### src/common/mio_pkg.sv
package mio_pkg;

   //##########################################################################
   // mesh transaction geometry
   //##########################################################################
   localparam int aw = 32;              // address and data width
   localparam int pw = 104;             // mesh packet width

   localparam int write_bit    = 0;
   localparam int datamode_lsb = 1;
   localparam int datamode_w   = 2;
   localparam int ctrlmode_lsb = 3;
   localparam int ctrlmode_w   = 5;
   localparam int dstaddr_lsb  = 8;
   localparam int data_lsb     = 40;
   localparam int srcaddr_lsb  = 72;

   // datamode codes, size of one access
   localparam logic [datamode_w-1:0] dm_byte   = 2'd0;
   localparam logic [datamode_w-1:0] dm_half   = 2'd1;
   localparam logic [datamode_w-1:0] dm_word   = 2'd2;
   localparam logic [datamode_w-1:0] dm_double = 2'd3;

   // config register map, one address bit
   localparam logic cfg_addr_mode = 1'b0; // amode, lsbfirst, ctrlmode, datasize
   localparam logic cfg_addr_dst  = 1'b1; // dstaddr for amode

   // unpacked view of a mesh packet
   typedef struct packed {
      logic [aw-1:0]         srcaddr;
      logic [aw-1:0]         data;
      logic [aw-1:0]         dstaddr;
      logic [ctrlmode_w-1:0] ctrlmode;
      logic [datamode_w-1:0] datamode;
      logic                  write;
   } mesh_t;

   // byte count to datamode, odd sizes fall back to double
   function automatic logic [datamode_w-1:0] datasize_to_datamode(input logic [3:0] datasize);
      case (datasize)
         4'd1:    return dm_byte;
         4'd2:    return dm_half;
         4'd4:    return dm_word;
         default: return dm_double;
      endcase
   endfunction

   function automatic logic [pw-1:0] mesh_pack(input mesh_t m);
      logic [pw-1:0] p;
      p                              = '0;
      p[write_bit]                   = m.write;
      p[datamode_lsb +: datamode_w]  = m.datamode;
      p[ctrlmode_lsb +: ctrlmode_w]  = m.ctrlmode;
      p[dstaddr_lsb +: aw]           = m.dstaddr;
      p[data_lsb +: aw]              = m.data;
      p[srcaddr_lsb +: aw]           = m.srcaddr;
      return p;
   endfunction

   function automatic mesh_t mesh_unpack(input logic [pw-1:0] p);
      mesh_t m;
      m.write    = p[write_bit];
      m.datamode = p[datamode_lsb +: datamode_w];
      m.ctrlmode = p[ctrlmode_lsb +: ctrlmode_w];
      m.dstaddr  = p[dstaddr_lsb +: aw];
      m.data     = p[data_lsb +: aw];
      m.srcaddr  = p[srcaddr_lsb +: aw];
      return m;
   endfunction

endpackage
### src/rtl/mio_rx_top.sv
module mio_rx_top import mio_pkg::*; #(
   parameter int mpw   = 128,           // link word width
   parameter int iow   = 8,             // beat width
   parameter int depth = 4              // fifo words
) (
   input  logic           clk,
   input  logic           reset,
   // link
   input  logic           io_valid,
   input  logic [iow-1:0] io_data,
   output logic           io_wait,
   // core
   output logic           access_out,
   output logic [pw-1:0]  packet_out,
   input  logic           wait_in,
   // config port
   input  logic           cfg_req,
   input  logic           cfg_write,
   input  logic           cfg_addr,
   input  logic [31:0]    cfg_wdata,
   output logic           cfg_ack,
   output logic [31:0]    cfg_rdata
);

   logic                  amode;
   logic                  lsbfirst;
   logic [ctrlmode_w-1:0] ctrlmode;
   logic [3:0]            datasize;
   logic [aw-1:0]         dstaddr;
   logic                  push;        // deser to fifo
   logic [mpw-1:0]        push_data;
   logic                  full;
   logic                  rx_access;   // fifo to translator
   logic [mpw-1:0]        head;
   logic                  rx_wait;

   //##########################################################################
   // config, then beats to words to transactions
   //##########################################################################
   mio_cfg cfg0 (
      .clk, .reset, .cfg_req, .cfg_write, .cfg_addr, .cfg_wdata, .cfg_ack, .cfg_rdata,
      .amode, .lsbfirst, .ctrlmode, .datasize, .dstaddr
   );

   mio_rx_deser #(.mpw(mpw), .iow(iow)) deser0 (
      .clk, .reset, .lsbfirst, .io_valid, .io_data, .io_wait,
      .push, .push_data, .full
   );

   mio_rx_fifo #(.mpw(mpw), .depth(depth)) fifo0 (
      .clk, .reset, .push, .push_data, .full,
      .pop       (rx_access & ~rx_wait),  // same pop rule as mio_if
      .rx_access, .head
   );

   mio_if #(.mpw(mpw)) if0 (
      .clk, .reset, .amode, .ctrlmode, .datasize, .dstaddr,
      .rx_access_in (rx_access),
      .rx_packet_in (head),
      .rx_wait_out  (rx_wait),
      .access_out, .packet_out, .wait_in
   );

endmodule

### src/rtl/mio_cfg.sv
module mio_cfg import mio_pkg::*; (
   input  logic                  clk,
   input  logic                  reset,
   // four-phase host port
   input  logic                  cfg_req,
   input  logic                  cfg_write,
   input  logic                  cfg_addr,
   input  logic [31:0]           cfg_wdata,
   output logic                  cfg_ack,
   output logic [31:0]           cfg_rdata,
   // decoded config
   output logic                  amode,
   output logic                  lsbfirst,
   output logic [ctrlmode_w-1:0] ctrlmode,
   output logic [3:0]            datasize,
   output logic [aw-1:0]         dstaddr
);

   logic [10:0] mode_reg;               // datasize, ctrlmode, lsbfirst, amode
   logic        start;                  // fresh request seen
   logic [31:0] rd_mux;

   //##########################################################################
   // handshake
   //##########################################################################
   assign start = cfg_req & ~cfg_ack;   // ack low means a new request

   always_ff @(posedge clk) begin
      if (reset) begin
         cfg_ack <= 1'b0;
      end else if (start) begin
         cfg_ack <= 1'b1;
      end else if (~cfg_req) begin
         cfg_ack <= 1'b0;               // host released, finish the cycle
      end
   end

   //##########################################################################
   // registers
   //##########################################################################
   always_ff @(posedge clk) begin
      if (reset) begin
         mode_reg <= '0;
         dstaddr  <= '0;
      end else if (start & cfg_write) begin
         if (cfg_addr == cfg_addr_mode) begin
            mode_reg <= cfg_wdata[10:0];
         end else begin
            dstaddr <= cfg_wdata;
         end
      end
   end

   assign rd_mux = (cfg_addr == cfg_addr_dst) ? dstaddr : {21'd0, mode_reg};

   // captured with the ack so it holds after the host drops req
   always_ff @(posedge clk) begin
      if (start) begin
         cfg_rdata <= rd_mux;
      end
   end

   assign amode    = mode_reg[0];
   assign lsbfirst = mode_reg[1];
   assign ctrlmode = mode_reg[6:2];
   assign datasize = mode_reg[10:7];

   // ack answers a request, never raised on its own
   a_ack_needs_req : assert property (
      @(posedge clk) disable iff (reset)
      $rose(cfg_ack) |-> $past(cfg_req)
   ) else $error("cfg_ack rose without cfg_req");

endmodule

### src/rx/mio_if.sv
module mio_if import mio_pkg::*; #(
   parameter int mpw = 128              // link word width, at least pw
) (
   input  logic                  clk,
   input  logic                  reset,
   // config
   input  logic                  amode,     // auto address mode
   input  logic [ctrlmode_w-1:0] ctrlmode,
   input  logic [3:0]            datasize,  // bytes per access
   input  logic [aw-1:0]         dstaddr,
   // from rx fifo
   input  logic                  rx_access_in,
   input  logic [mpw-1:0]        rx_packet_in,
   output logic                  rx_wait_out,
   // to core
   output logic                  access_out,
   output logic [pw-1:0]         packet_out,
   input  logic                  wait_in
);

   mesh_t rx_fields;                    // fields of incoming word
   mesh_t tx_fields;                    // fields after translation
   logic  load;                         // output register free this edge
   logic  pop;

   //##########################################################################
   // translation
   //##########################################################################
   always_comb begin
      rx_fields = mesh_unpack(rx_packet_in[pw-1:0]);
      tx_fields = rx_fields;            // mesh mode passes through
      if (amode) begin
         // raw streaming data, build transaction around it
         tx_fields.write    = 1'b1;
         tx_fields.datamode = datasize_to_datamode(datasize);
         tx_fields.ctrlmode = ctrlmode;
         tx_fields.dstaddr  = dstaddr;
         tx_fields.data     = rx_packet_in[31:0];
         tx_fields.srcaddr  = rx_packet_in[63:32];
      end
   end

   //##########################################################################
   // one-entry output register
   //##########################################################################
   assign load        = ~access_out | ~wait_in;  // empty or being consumed
   assign rx_wait_out = ~load;
   assign pop         = rx_access_in & load;

   always_ff @(posedge clk) begin
      if (reset) begin
         access_out <= 1'b0;
      end else if (load) begin
         access_out <= rx_access_in;
      end
   end

   always_ff @(posedge clk) begin
      if (pop) begin
         packet_out <= mesh_pack(tx_fields);  // no reset on payload
      end
   end

   // core sees a steady transaction while it stalls
   a_hold_under_wait : assert property (
      @(posedge clk) disable iff (reset)
      (access_out && wait_in) |=> (access_out && $stable(packet_out))
   ) else $error("packet_out changed under wait_in");

endmodule

### src/rx/mio_rx_fifo.sv
module mio_rx_fifo #(
   parameter int mpw   = 128,           // link word width
   parameter int depth = 4              // number of words
) (
   input  logic           clk,
   input  logic           reset,
   // write side
   input  logic           push,
   input  logic [mpw-1:0] push_data,
   output logic           full,
   // read side, show-ahead
   input  logic           pop,
   output logic           rx_access,    // not empty
   output logic [mpw-1:0] head
);

   localparam int ptrw = (depth > 1) ? $clog2(depth) : 1;
   localparam int cntw = $clog2(depth + 1);

   logic [mpw-1:0]  mem [depth];        // word storage
   logic [ptrw-1:0] wr_ptr;
   logic [ptrw-1:0] rd_ptr;
   logic [cntw-1:0] count;              // words held

   //##########################################################################
   // storage
   //##########################################################################
   always_ff @(posedge clk) begin
      if (push) begin
         mem[wr_ptr] <= push_data;
      end
   end

   assign head      = mem[rd_ptr];      // head always on the output
   assign full      = (count == cntw'(depth));
   assign rx_access = (count != '0);

   //##########################################################################
   // pointers and occupancy
   //##########################################################################
   always_ff @(posedge clk) begin
      if (reset) begin
         wr_ptr <= '0;
         rd_ptr <= '0;
      end else begin
         if (push) begin
            // wrap explicitly, depth need not be a power of two
            wr_ptr <= (wr_ptr == ptrw'(depth - 1)) ? '0 : wr_ptr + 1'b1;
         end
         if (pop) begin
            rd_ptr <= (rd_ptr == ptrw'(depth - 1)) ? '0 : rd_ptr + 1'b1;
         end
      end
   end

   always_ff @(posedge clk) begin
      if (reset) begin
         count <= '0;
      end else begin
         case ({push, pop})
            2'b10:   count <= count + 1'b1;
            2'b01:   count <= count - 1'b1;
            default: count <= count;    // idle or simultaneous
         endcase
      end
   end

   // deserializer must respect full
   a_no_push_full : assert property (
      @(posedge clk) disable iff (reset)
      push |-> !full
   ) else $error("push into full fifo");

   // translator must respect empty
   a_no_pop_empty : assert property (
      @(posedge clk) disable iff (reset)
      pop |-> rx_access
   ) else $error("pop from empty fifo");

endmodule

### src/rx/mio_rx_deser.sv
module mio_rx_deser #(
   parameter int mpw = 128,             // link word width
   parameter int iow = 8                // beat width
) (
   input  logic           clk,
   input  logic           reset,
   input  logic           lsbfirst,     // first beat lands in low bits
   // link side
   input  logic           io_valid,
   input  logic [iow-1:0] io_data,
   output logic           io_wait,
   // fifo side
   output logic           push,
   output logic [mpw-1:0] push_data,
   input  logic           full
);

   localparam int nbeats = mpw / iow;
   localparam int cw     = (nbeats > 1) ? $clog2(nbeats) : 1;

   logic [cw-1:0]  cnt;                 // beats taken in current word
   logic [mpw-1:0] sreg;                // partial word or the full word while held
   logic [mpw-1:0] sreg_next;           // sreg with current beat shifted in
   logic           hold;                // finished word stuck behind full fifo
   logic           take;                // beat accepted this edge
   logic           last;                // accepted beat closes the word

   //##########################################################################
   // beat acceptance
   //##########################################################################
   assign io_wait = hold;               // stall link only while a word waits
   assign take    = io_valid & ~io_wait;
   assign last    = take & (cnt == cw'(nbeats - 1));

   // lsb first shifts down so beat 0 ends at the bottom
   // msb first shifts up so beat 0 ends at the top
   always_comb begin
      if (lsbfirst) begin
         sreg_next = {io_data, sreg[mpw-1:iow]};
      end else begin
         sreg_next = {sreg[mpw-iow-1:0], io_data};
      end
   end

   always_ff @(posedge clk) begin
      if (take) begin
         sreg <= sreg_next;             // shift in the accepted beat
      end
   end

   always_ff @(posedge clk) begin
      if (reset) begin
         cnt <= '0;
      end else if (last) begin
         cnt <= '0;                     // wrap for next word
      end else if (take) begin
         cnt <= cnt + 1'b1;
      end
   end

   //##########################################################################
   // hand-off to fifo
   //##########################################################################
   // fresh word goes straight through and a held word comes from sreg
   assign push      = (last | hold) & ~full;
   assign push_data = hold ? sreg : sreg_next;

   always_ff @(posedge clk) begin
      if (reset) begin
         hold <= 1'b0;
      end else if (last & full) begin
         hold <= 1'b1;                  // park until space frees up
      end else if (hold & ~full) begin
         hold <= 1'b0;                  // pushed this edge
      end
   end

   // a held word means the next word has not started yet
   a_no_beat_while_held : assert property (
      @(posedge clk) disable iff (reset)
      io_wait |-> (cnt == '0)
   ) else $error("beat accepted while word held");

endmodule

### config.mk
export PLATFORM = sky130hd
export DESIGN_NAME = mio_rx_top
export DESIGN_NICKNAME = d
export VERILOG_FILES = /design/src/common/mio_pkg.sv /design/src/rtl/mio_rx_top.sv /design/src/rtl/mio_cfg.sv /design/src/rx/mio_if.sv /design/src/rx/mio_rx_fifo.sv /design/src/rx/mio_rx_deser.sv
export SDC_FILE = /design/constraint.sdc
export NUM_CORES = 1
export LEC_CHECK = 0
export ABC_AREA = 1
export BUFFER_PORTS_ARGS = -buffer_cell sky130_fd_sc_hd__buf_2
export CAP_MARGIN = 20
export CELL_PAD_IN_SITES_DETAIL_PLACEMENT = 0
export CELL_PAD_IN_SITES_GLOBAL_PLACEMENT = 1
export CORE_UTILIZATION = 38
export CTS_CLUSTER_DIAMETER = 40
export DETAILED_ROUTE_END_ITERATION = 6
export PLACE_DENSITY = 0.69
export REMOVE_ABC_BUFFERS = 1
export SLEW_MARGIN = 25
export SYNTH_ARGS = -nofsm -noshare
export SYNTH_HDL_FRONTEND = slang
export SYNTH_SLANG_ARGS = --single-unit
### constraint.sdc
create_clock -name clk -period 8 [get_ports clk]
set_input_delay 2 -clock clk [delete_from_list [all_inputs] [get_ports clk]]
set_output_delay 2 -clock clk [all_outputs]
set_load 0.005 [all_outputs]
# Word-level counts from Yosys, hierarchy flattened
# Memories as Yosys holds them, arrays and structs flattened. A register that Yosys moved wholly into a read port is not among the register bits.
# Index checks and enable logic that the tools add are counted.
word_totals:
  inputBits: 47
  output_inout_bits: 139
  ramBits: 512
  mem_bits_ro: 0
  mem_count: 1
  latchBits: 0
  elab_cells: 68
  reg_bits: 321
op_classes:
  n_reduce_logical: 6
  n_bitwise: 16
  muxes: 16
  n_eq_ne: 10
  shifts: 0
  n_div: 0
  n_mul: 0
  magnitude_cmp: 0
  add_sub_neg: 5
memory_table:
  columns: ["memory", "depth", "word_bits", "read_ports", "rd_ports_with_merged_regs", "wr", "line", "source"]
  rows:
  - ["fifo0.mem", 4, 128, 1, 1, 1, "mio_rx_fifo.sv:20", "logic [mpw-1:0] mem [depth];"]
ops:
  columns: ["op", "n"]
  rows:
  - ["2-to-1 mux 128 bit", 2]
  - ["2-to-1 mux 104 bit", 1]
  - ["2-to-1 mux 11 bit", 1]
  - ["AND 1 bit", 8]
  - ["2-to-1 mux 2 bit", 4]
  - ["== test 2 bit (second input constant)", 3]
  - ["2-to-1 mux 1 bit", 6]
  - ["inverter 1 bit", 6]
  - ["one-hot mux 2 bit (3 select lines)", 1]
  - ["one-hot mux 3 bit (2 select lines)", 1]
  - ["adder 2 x 1 -> 2 bit (second input constant)", 2]
  - ["adder 4 x 1 -> 4 bit (second input constant)", 1]
  - ["== test 4 x 1 -> 1 bit (second input constant)", 1]
  - ["== test 4 x 2 -> 1 bit (second input constant)", 1]
  - ["== test 4 x 3 -> 1 bit (second input constant)", 1]
  - ["== test 4 bit (second input constant)", 1]
  - ["AND reduction 2 bit", 2]
  - ["nonzero test 2 bit", 2]
  - ["adder 3 x 1 -> 3 bit (second input constant)", 1]
  - ["== test 3 bit (second input constant)", 1]
  - ["nonzero test 3 bit", 1]
  - ["subtractor 3 x 1 -> 3 bit (second input constant)", 1]
  - ["== test 2 x 1 -> 1 bit (second input constant)", 1]
  - ["!= test 2 x 1 -> 1 bit (second input constant)", 1]
  - ["2 further kinds", 3]

# Logic depth before layout (Yosys ltp)
depth:
  depth_word: 7
  ltp_mapped: 11

# Modules after synthesis
# From an unflattened synthesis, not the netlist that was laid out.
unflattened:
  cells_unflattened: 2955
  area_unflattened_um2: 34564.4
by_module_without_submodules:
  columns: ["module", "area_each_um2", "cells_per_inst", "n_inst"]
  rows:
  - ["mio_rx_fifo", 19816.5, 1298, 1]
  - ["mio_rx_deser", 7166.9, 859, 1]
  - ["mio_if", 4480.5, 413, 1]
  - ["mio_cfg", 3090.5, 383, 1]
  - ["mio_rx_top", 10.0, 2, 1]

# Worst setup path after synthesis
# OpenSTA, ideal clock, no wires.
synth_timing:
  path_type: "input -> register"
  from: "input io_valid"
  to: "register deser0.cnt[0]"
  arrival_time_ns: 8.422
  required_time_ns: 7.867
  slack_ns: -0.555
  setup_time_ns: 0.133
  path_stages: 5
  path_buffers: 0
  path_cell_list: "inv_1 nor2_1 inv_1 o21ai_0 nor3b_1"
synth_between:
  elab_chain_len: 3
synth_rtl:
  columns: ["item", "line", "source"]
  rows:
  - ["start: declaration", "mio_rx_top.sv:9", "input logic io_valid,"]
  - ["AND 1 bit *", "mio_rx_deser.sv:32", "assign take = io_valid & ~io_wait;"]
  - ["via deser0.take", "mio_rx_deser.sv:25", "logic take;"]
  - ["AND 1 bit", "mio_rx_deser.sv:33", "assign last = take & (cnt == cw'(nbeats - 1));"]
  - ["OR reduction 2 bit (no line)", null, null]
  - ["end signal: assignment", "mio_rx_deser.sv:57", "cnt <= cnt + 1'b1;"]
  - ["end: declaration", "mio_rx_deser.sv:21", "logic [cw-1:0] cnt;"]
# Mark *: on every way through the listed nets, which the timed path passes. The rest lies on a longest branch.
# A chain may end at the register's enable or synchronous reset.

# Worst setup path in the final report
layout_timing:
  from: "input io_valid"
  to: "memory fifo0.mem[0][89] (enable)"
layout_between:
  elab_chain_len: 6
layout_rtl:
  columns: ["item", "line", "source"]
  rows:
  - ["AND 1 bit", "mio_rx_deser.sv:32", null]
  - ["AND 1 bit", "mio_rx_deser.sv:33", null]
  - ["OR 1 bit", "mio_rx_deser.sv:65", "assign push = (last | hold) & ~full;"]
  - ["AND 1 bit", "mio_rx_deser.sv:65", null]
  - ["2-to-1 mux 1 bit", "mio_rx_fifo.sv:29", "if (push) begin"]
  - ["2-to-1 mux 1 bit (not written as such)", "mio_rx_fifo.sv:30", "mem[wr_ptr] <= push_data;"]
  - ["end: declaration", "mio_rx_fifo.sv:20", null]
# No other way between the ends.

==> results.sh <==
export IMPL_hold_viol_final=0
export IMPL_port_buffers=185
export IMPL_final_setup_viol_count=0
export IMPL_top_regs="fifo0.mem x416, deser0.sreg x128, if0.packet_out x104"
export IMPL_timing_rr_start="deser0.cnt[0]$_SDFFE_PP0P_"
export IMPL_fin_setup_tns_ns=0
export IMPL_clk_pin_slew_ns=0.05
export IMPL_hold_depth=2
export IMPL_vias=19855
export IMPL_stdcell_count=3932
export IMPL_dieArea_sq_um=80500
export IMPL_place_gp_congestion=0.786
export IMPL_clock_root_buffer="clkbuf_16"
export IMPL_max_freq_mhz=239
export IMPL_worstPathArrival_ns=4.46
export IMPL_cts_resized=0
export IMPL_post_route_cells_drive_above_1_share=0.149
export IMPL_initial_core_util=0.387
export IMPL_placed_cell_area_sq_um=31800
export IMPL_final_cell_area_sq_um=35300
export IMPL_post_cts_buffers=0
export IMPL_r2r_cells=6
export IMPL_synth_simple_gate_area_frac=0.134
export IMPL_drc=0
export IMPL_hold_start="cfg0.dstaddr[24]$_SDFFE_PP0P_"
export IMPL_cts_max_level=3
export IMPL_p_leak_nw=13.3
export IMPL_skew_ns=0.0224
export IMPL_synth_top_family_by_area="simple AND/OR/NAND/NOR gates"
export IMPL_worst_path_largest_cell_delay_ns=0.84
export IMPL_grt_pass1_wl_um=115000
export IMPL_p_per_area_nw_per_um2=341
export IMPL_r2r_end="fifo0.mem[0][89]$_DFFE_PP_"
export IMPL_wirelength_um=75600
export IMPL_end_kind="flop"
export IMPL_synthAdderAreaFrac=0.00357
export IMPL_finalMaxSlewViolations=0
export IMPL_worstMarginPinSlew_ns=1.02
export IMPL_post_route_period_util=0.523
export IMPL_routedWlPerCell_um=19.2
export IMPL_rrSetupSlack_ns=4.67
export IMPL_synthDistinctLibCells=30
export IMPL_period_needed_ns=4.19
export IMPL_critPathLaunchType="input pin"
export IMPL_syn_area_sq_um=30200
export IMPL_hold_ws_ns=0.462
export IMPL_grt_total_usage=0.187
export IMPL_first_pass_iters=6
export IMPL_status="complete, no violations"
export IMPL_critical_path_required_ns=8.27
export IMPL_die_h_um=284
export IMPL_dp_cells=3733
export IMPL_critPathTopFamily="simple AND/OR/NAND/NOR gates"
export IMPL_cts_sink_count=739
export IMPL_drtIter0Drc=1656
export IMPL_peakVddDrop_v=0.000208
export IMPL_cts_tree="yes"
export IMPL_overflow=0
export IMPL_syn_avg_cell_area_sq_um=11.4
export IMPL_hpwl_um=44300
export IMPL_synth_area_mux_share=0
export IMPL_relSlewSlack=0.317
export IMPL_largest_register_ffs=416
export IMPL_crit_type="input pin to flop"
export IMPL_rsz0062_at_grt="false"
export IMPL_cp_num_buf_inv=3
export IMPL_maxCapViolations=0
export IMPL_area_growth_pct=17.0
export IMPL_clkLatencyLatePin_ns=0.66
export IMPL_antenna_found_initial=5
export IMPL_hold_class="flop to flop"
export IMPL_clockBufferDepth=3
export IMPL_hold_path_end="cfg0.dstaddr[24]$_SDFFE_PP0P_"
export IMPL_layout_nets=2855
export IMPL_synthesis_instances=2644
export IMPL_synth_xor_area_frac=0.000871
export IMPL_first_global_vias=19266
export IMPL_yosysSeqAreaShare=0.716
export IMPL_yosys_warnings=0
export IMPL_vias_per_cell=5.05
export IMPL_cts_made_buffers=105
export IMPL_antenna_left=0
export IMPL_ios=186
export IMPL_largest_register="fifo0.mem"
export IMPL_ys_seq_elements=739
export IMPL_core_area_sq_um=78000
export IMPL_synth_compound_area_frac=0.0932
export IMPL_cpMaxStageDelayCell="buf_4"
export IMPL_grt_max_degree=146
export IMPL_cp_max_fo=54
export IMPL_fp_row_count=102
export IMPL_cts_hold_buf=0
export IMPL_die_w_um=284
export IMPL_crit_chain="buf_2, inv_1, o21bai_1, nand2_1, nor2_4, buf_4"
-- through the flow --
step                total power [W]   util  setup slack (ns)
global route                 0.0126  0.453              3.59
floorplan                   0.00659      -            -0.555
global placement            0.00756  0.408              3.11
CTS                          0.0122  0.452              3.78
detailed placement          0.00761  0.408              3.09
finish                       0.0120  0.453              3.81
-- worst reg2reg max path, cell delays in order (launching register included) --
cell and delay (ns):
dfxtp_1 0.36, ha_1 0.18, nand3_1 0.11, o21bai_1 0.25, nand2_1 0.35, nor2_4 0.79
buf_4 0.85
-- report_power, final --
group	internal, W	switching, W	total [W]
logic	0.000706	0.00170	0.00240
registers	0.00487	0.000241	0.00511
clock network	0.00273	0.00180	0.00453
-- cell usage after synthesis --
cell type	instances	area, sq um
nand3_2	1	10.0
dfxtp_1	59	1180
nand4_1	3	18.8
nor2_1	154	578
buf_2	38	190
buf_1	12	45.0
fa_1	1	20.0
buf_8	1	15.0
inv_4	1	6.26
inv_1	179	672
nor3b_1	2	15.0
clkbuf_2	6	30.0
o21ai_0	321	1610
edfxtp_1	680	20400
xnor2_1	1	8.76
nand3b_1	1	7.51
o22ai_1	1	6.26
nand2_1	683	2560
ha_1	7	87.6
o21ai_1	144	721
inv_2	3	11.3
o21bai_1	1	7.51
nor2_2	1	6.26
clkbuf_1	57	214
xor2_1	2	17.5
nand3_1	170	851
buf_6	19	214
o21ai_2	30	263
a21oi_1	42	210
buf_4	24	180
-- cell type report --
type                    count  area, sq um
inverters                 183          708
well taps                1040         1300
flip-flops and latches    739        21600
diodes                      2         5.00
clock buffers             124         2780
clock inverters            73          724
multi-input cells        1565         7050
fillers                  7050        42700
repair buffers            206         1110
-- kinds of logic after synthesis --
logic type | after synthesis
fa+ha+maj | 8
compound gates | 539
flops | 739
xor+xnor | 3
simple gates | 1015
buf+inv | 340
-- cell usage in the layout, fill, tap and decap left out, types with 9 or more instances in the layout --
| cell type | count |
|---|---|
| o21ai_0 | 321 |
| nor2_1 | 149 |
| buf_4 | 18 |
| o21ai_2 | 30 |
| inv_6 | 18 |
| clkbuf_1 | 13 |
| inv_1 | 176 |
| a21oi_1 | 42 |
| clkinv_4 | 11 |
| nand2_1 | 683 |
| clkinv_2 | 16 |
| dfxtp_1 | 55 |
| o21ai_1 | 144 |
| edfxtp_1 | 680 |
| buf_2 | 185 |
| clkbuf_16 | 107 |
| nand3_1 | 170 |
| clkinvlp_4 | 9 |
-- worst max-delay path by stage --
stage          depth (start not counted)                         end  slack (ns)      from
2_1_floorplan                          5  deser0.cnt[0]$_SDFFE_PP0P_       -0.56  io_valid
4_1_cts                                6  fifo0.mem[0][89]$_DFFE_PP_        3.78  io_valid
3_3_place_gp                           6  fifo0.mem[0][25]$_DFFE_PP_        3.11  io_valid
3_5_place_dp                           6  fifo0.mem[0][25]$_DFFE_PP_        3.09  io_valid
6_report                               6  fifo0.mem[0][89]$_DFFE_PP_        3.81  io_valid
5_1_grt                                6  fifo0.mem[0][89]$_DFFE_PP_        3.59  io_valid
-- routing by layer --
layer | routed length [um] | track usage | vias to the layer above
met3 | 4980 | 0.0322 | 109
met5 | 25 | 0 | -
met1 | 34200 | 0.263 | 9608
met4 | 1670 | 0.0622 | 4
li1 | - | - | 9494
met2 | 34700 | 0.292 | 640
Power figures use the tool's default switching activity.
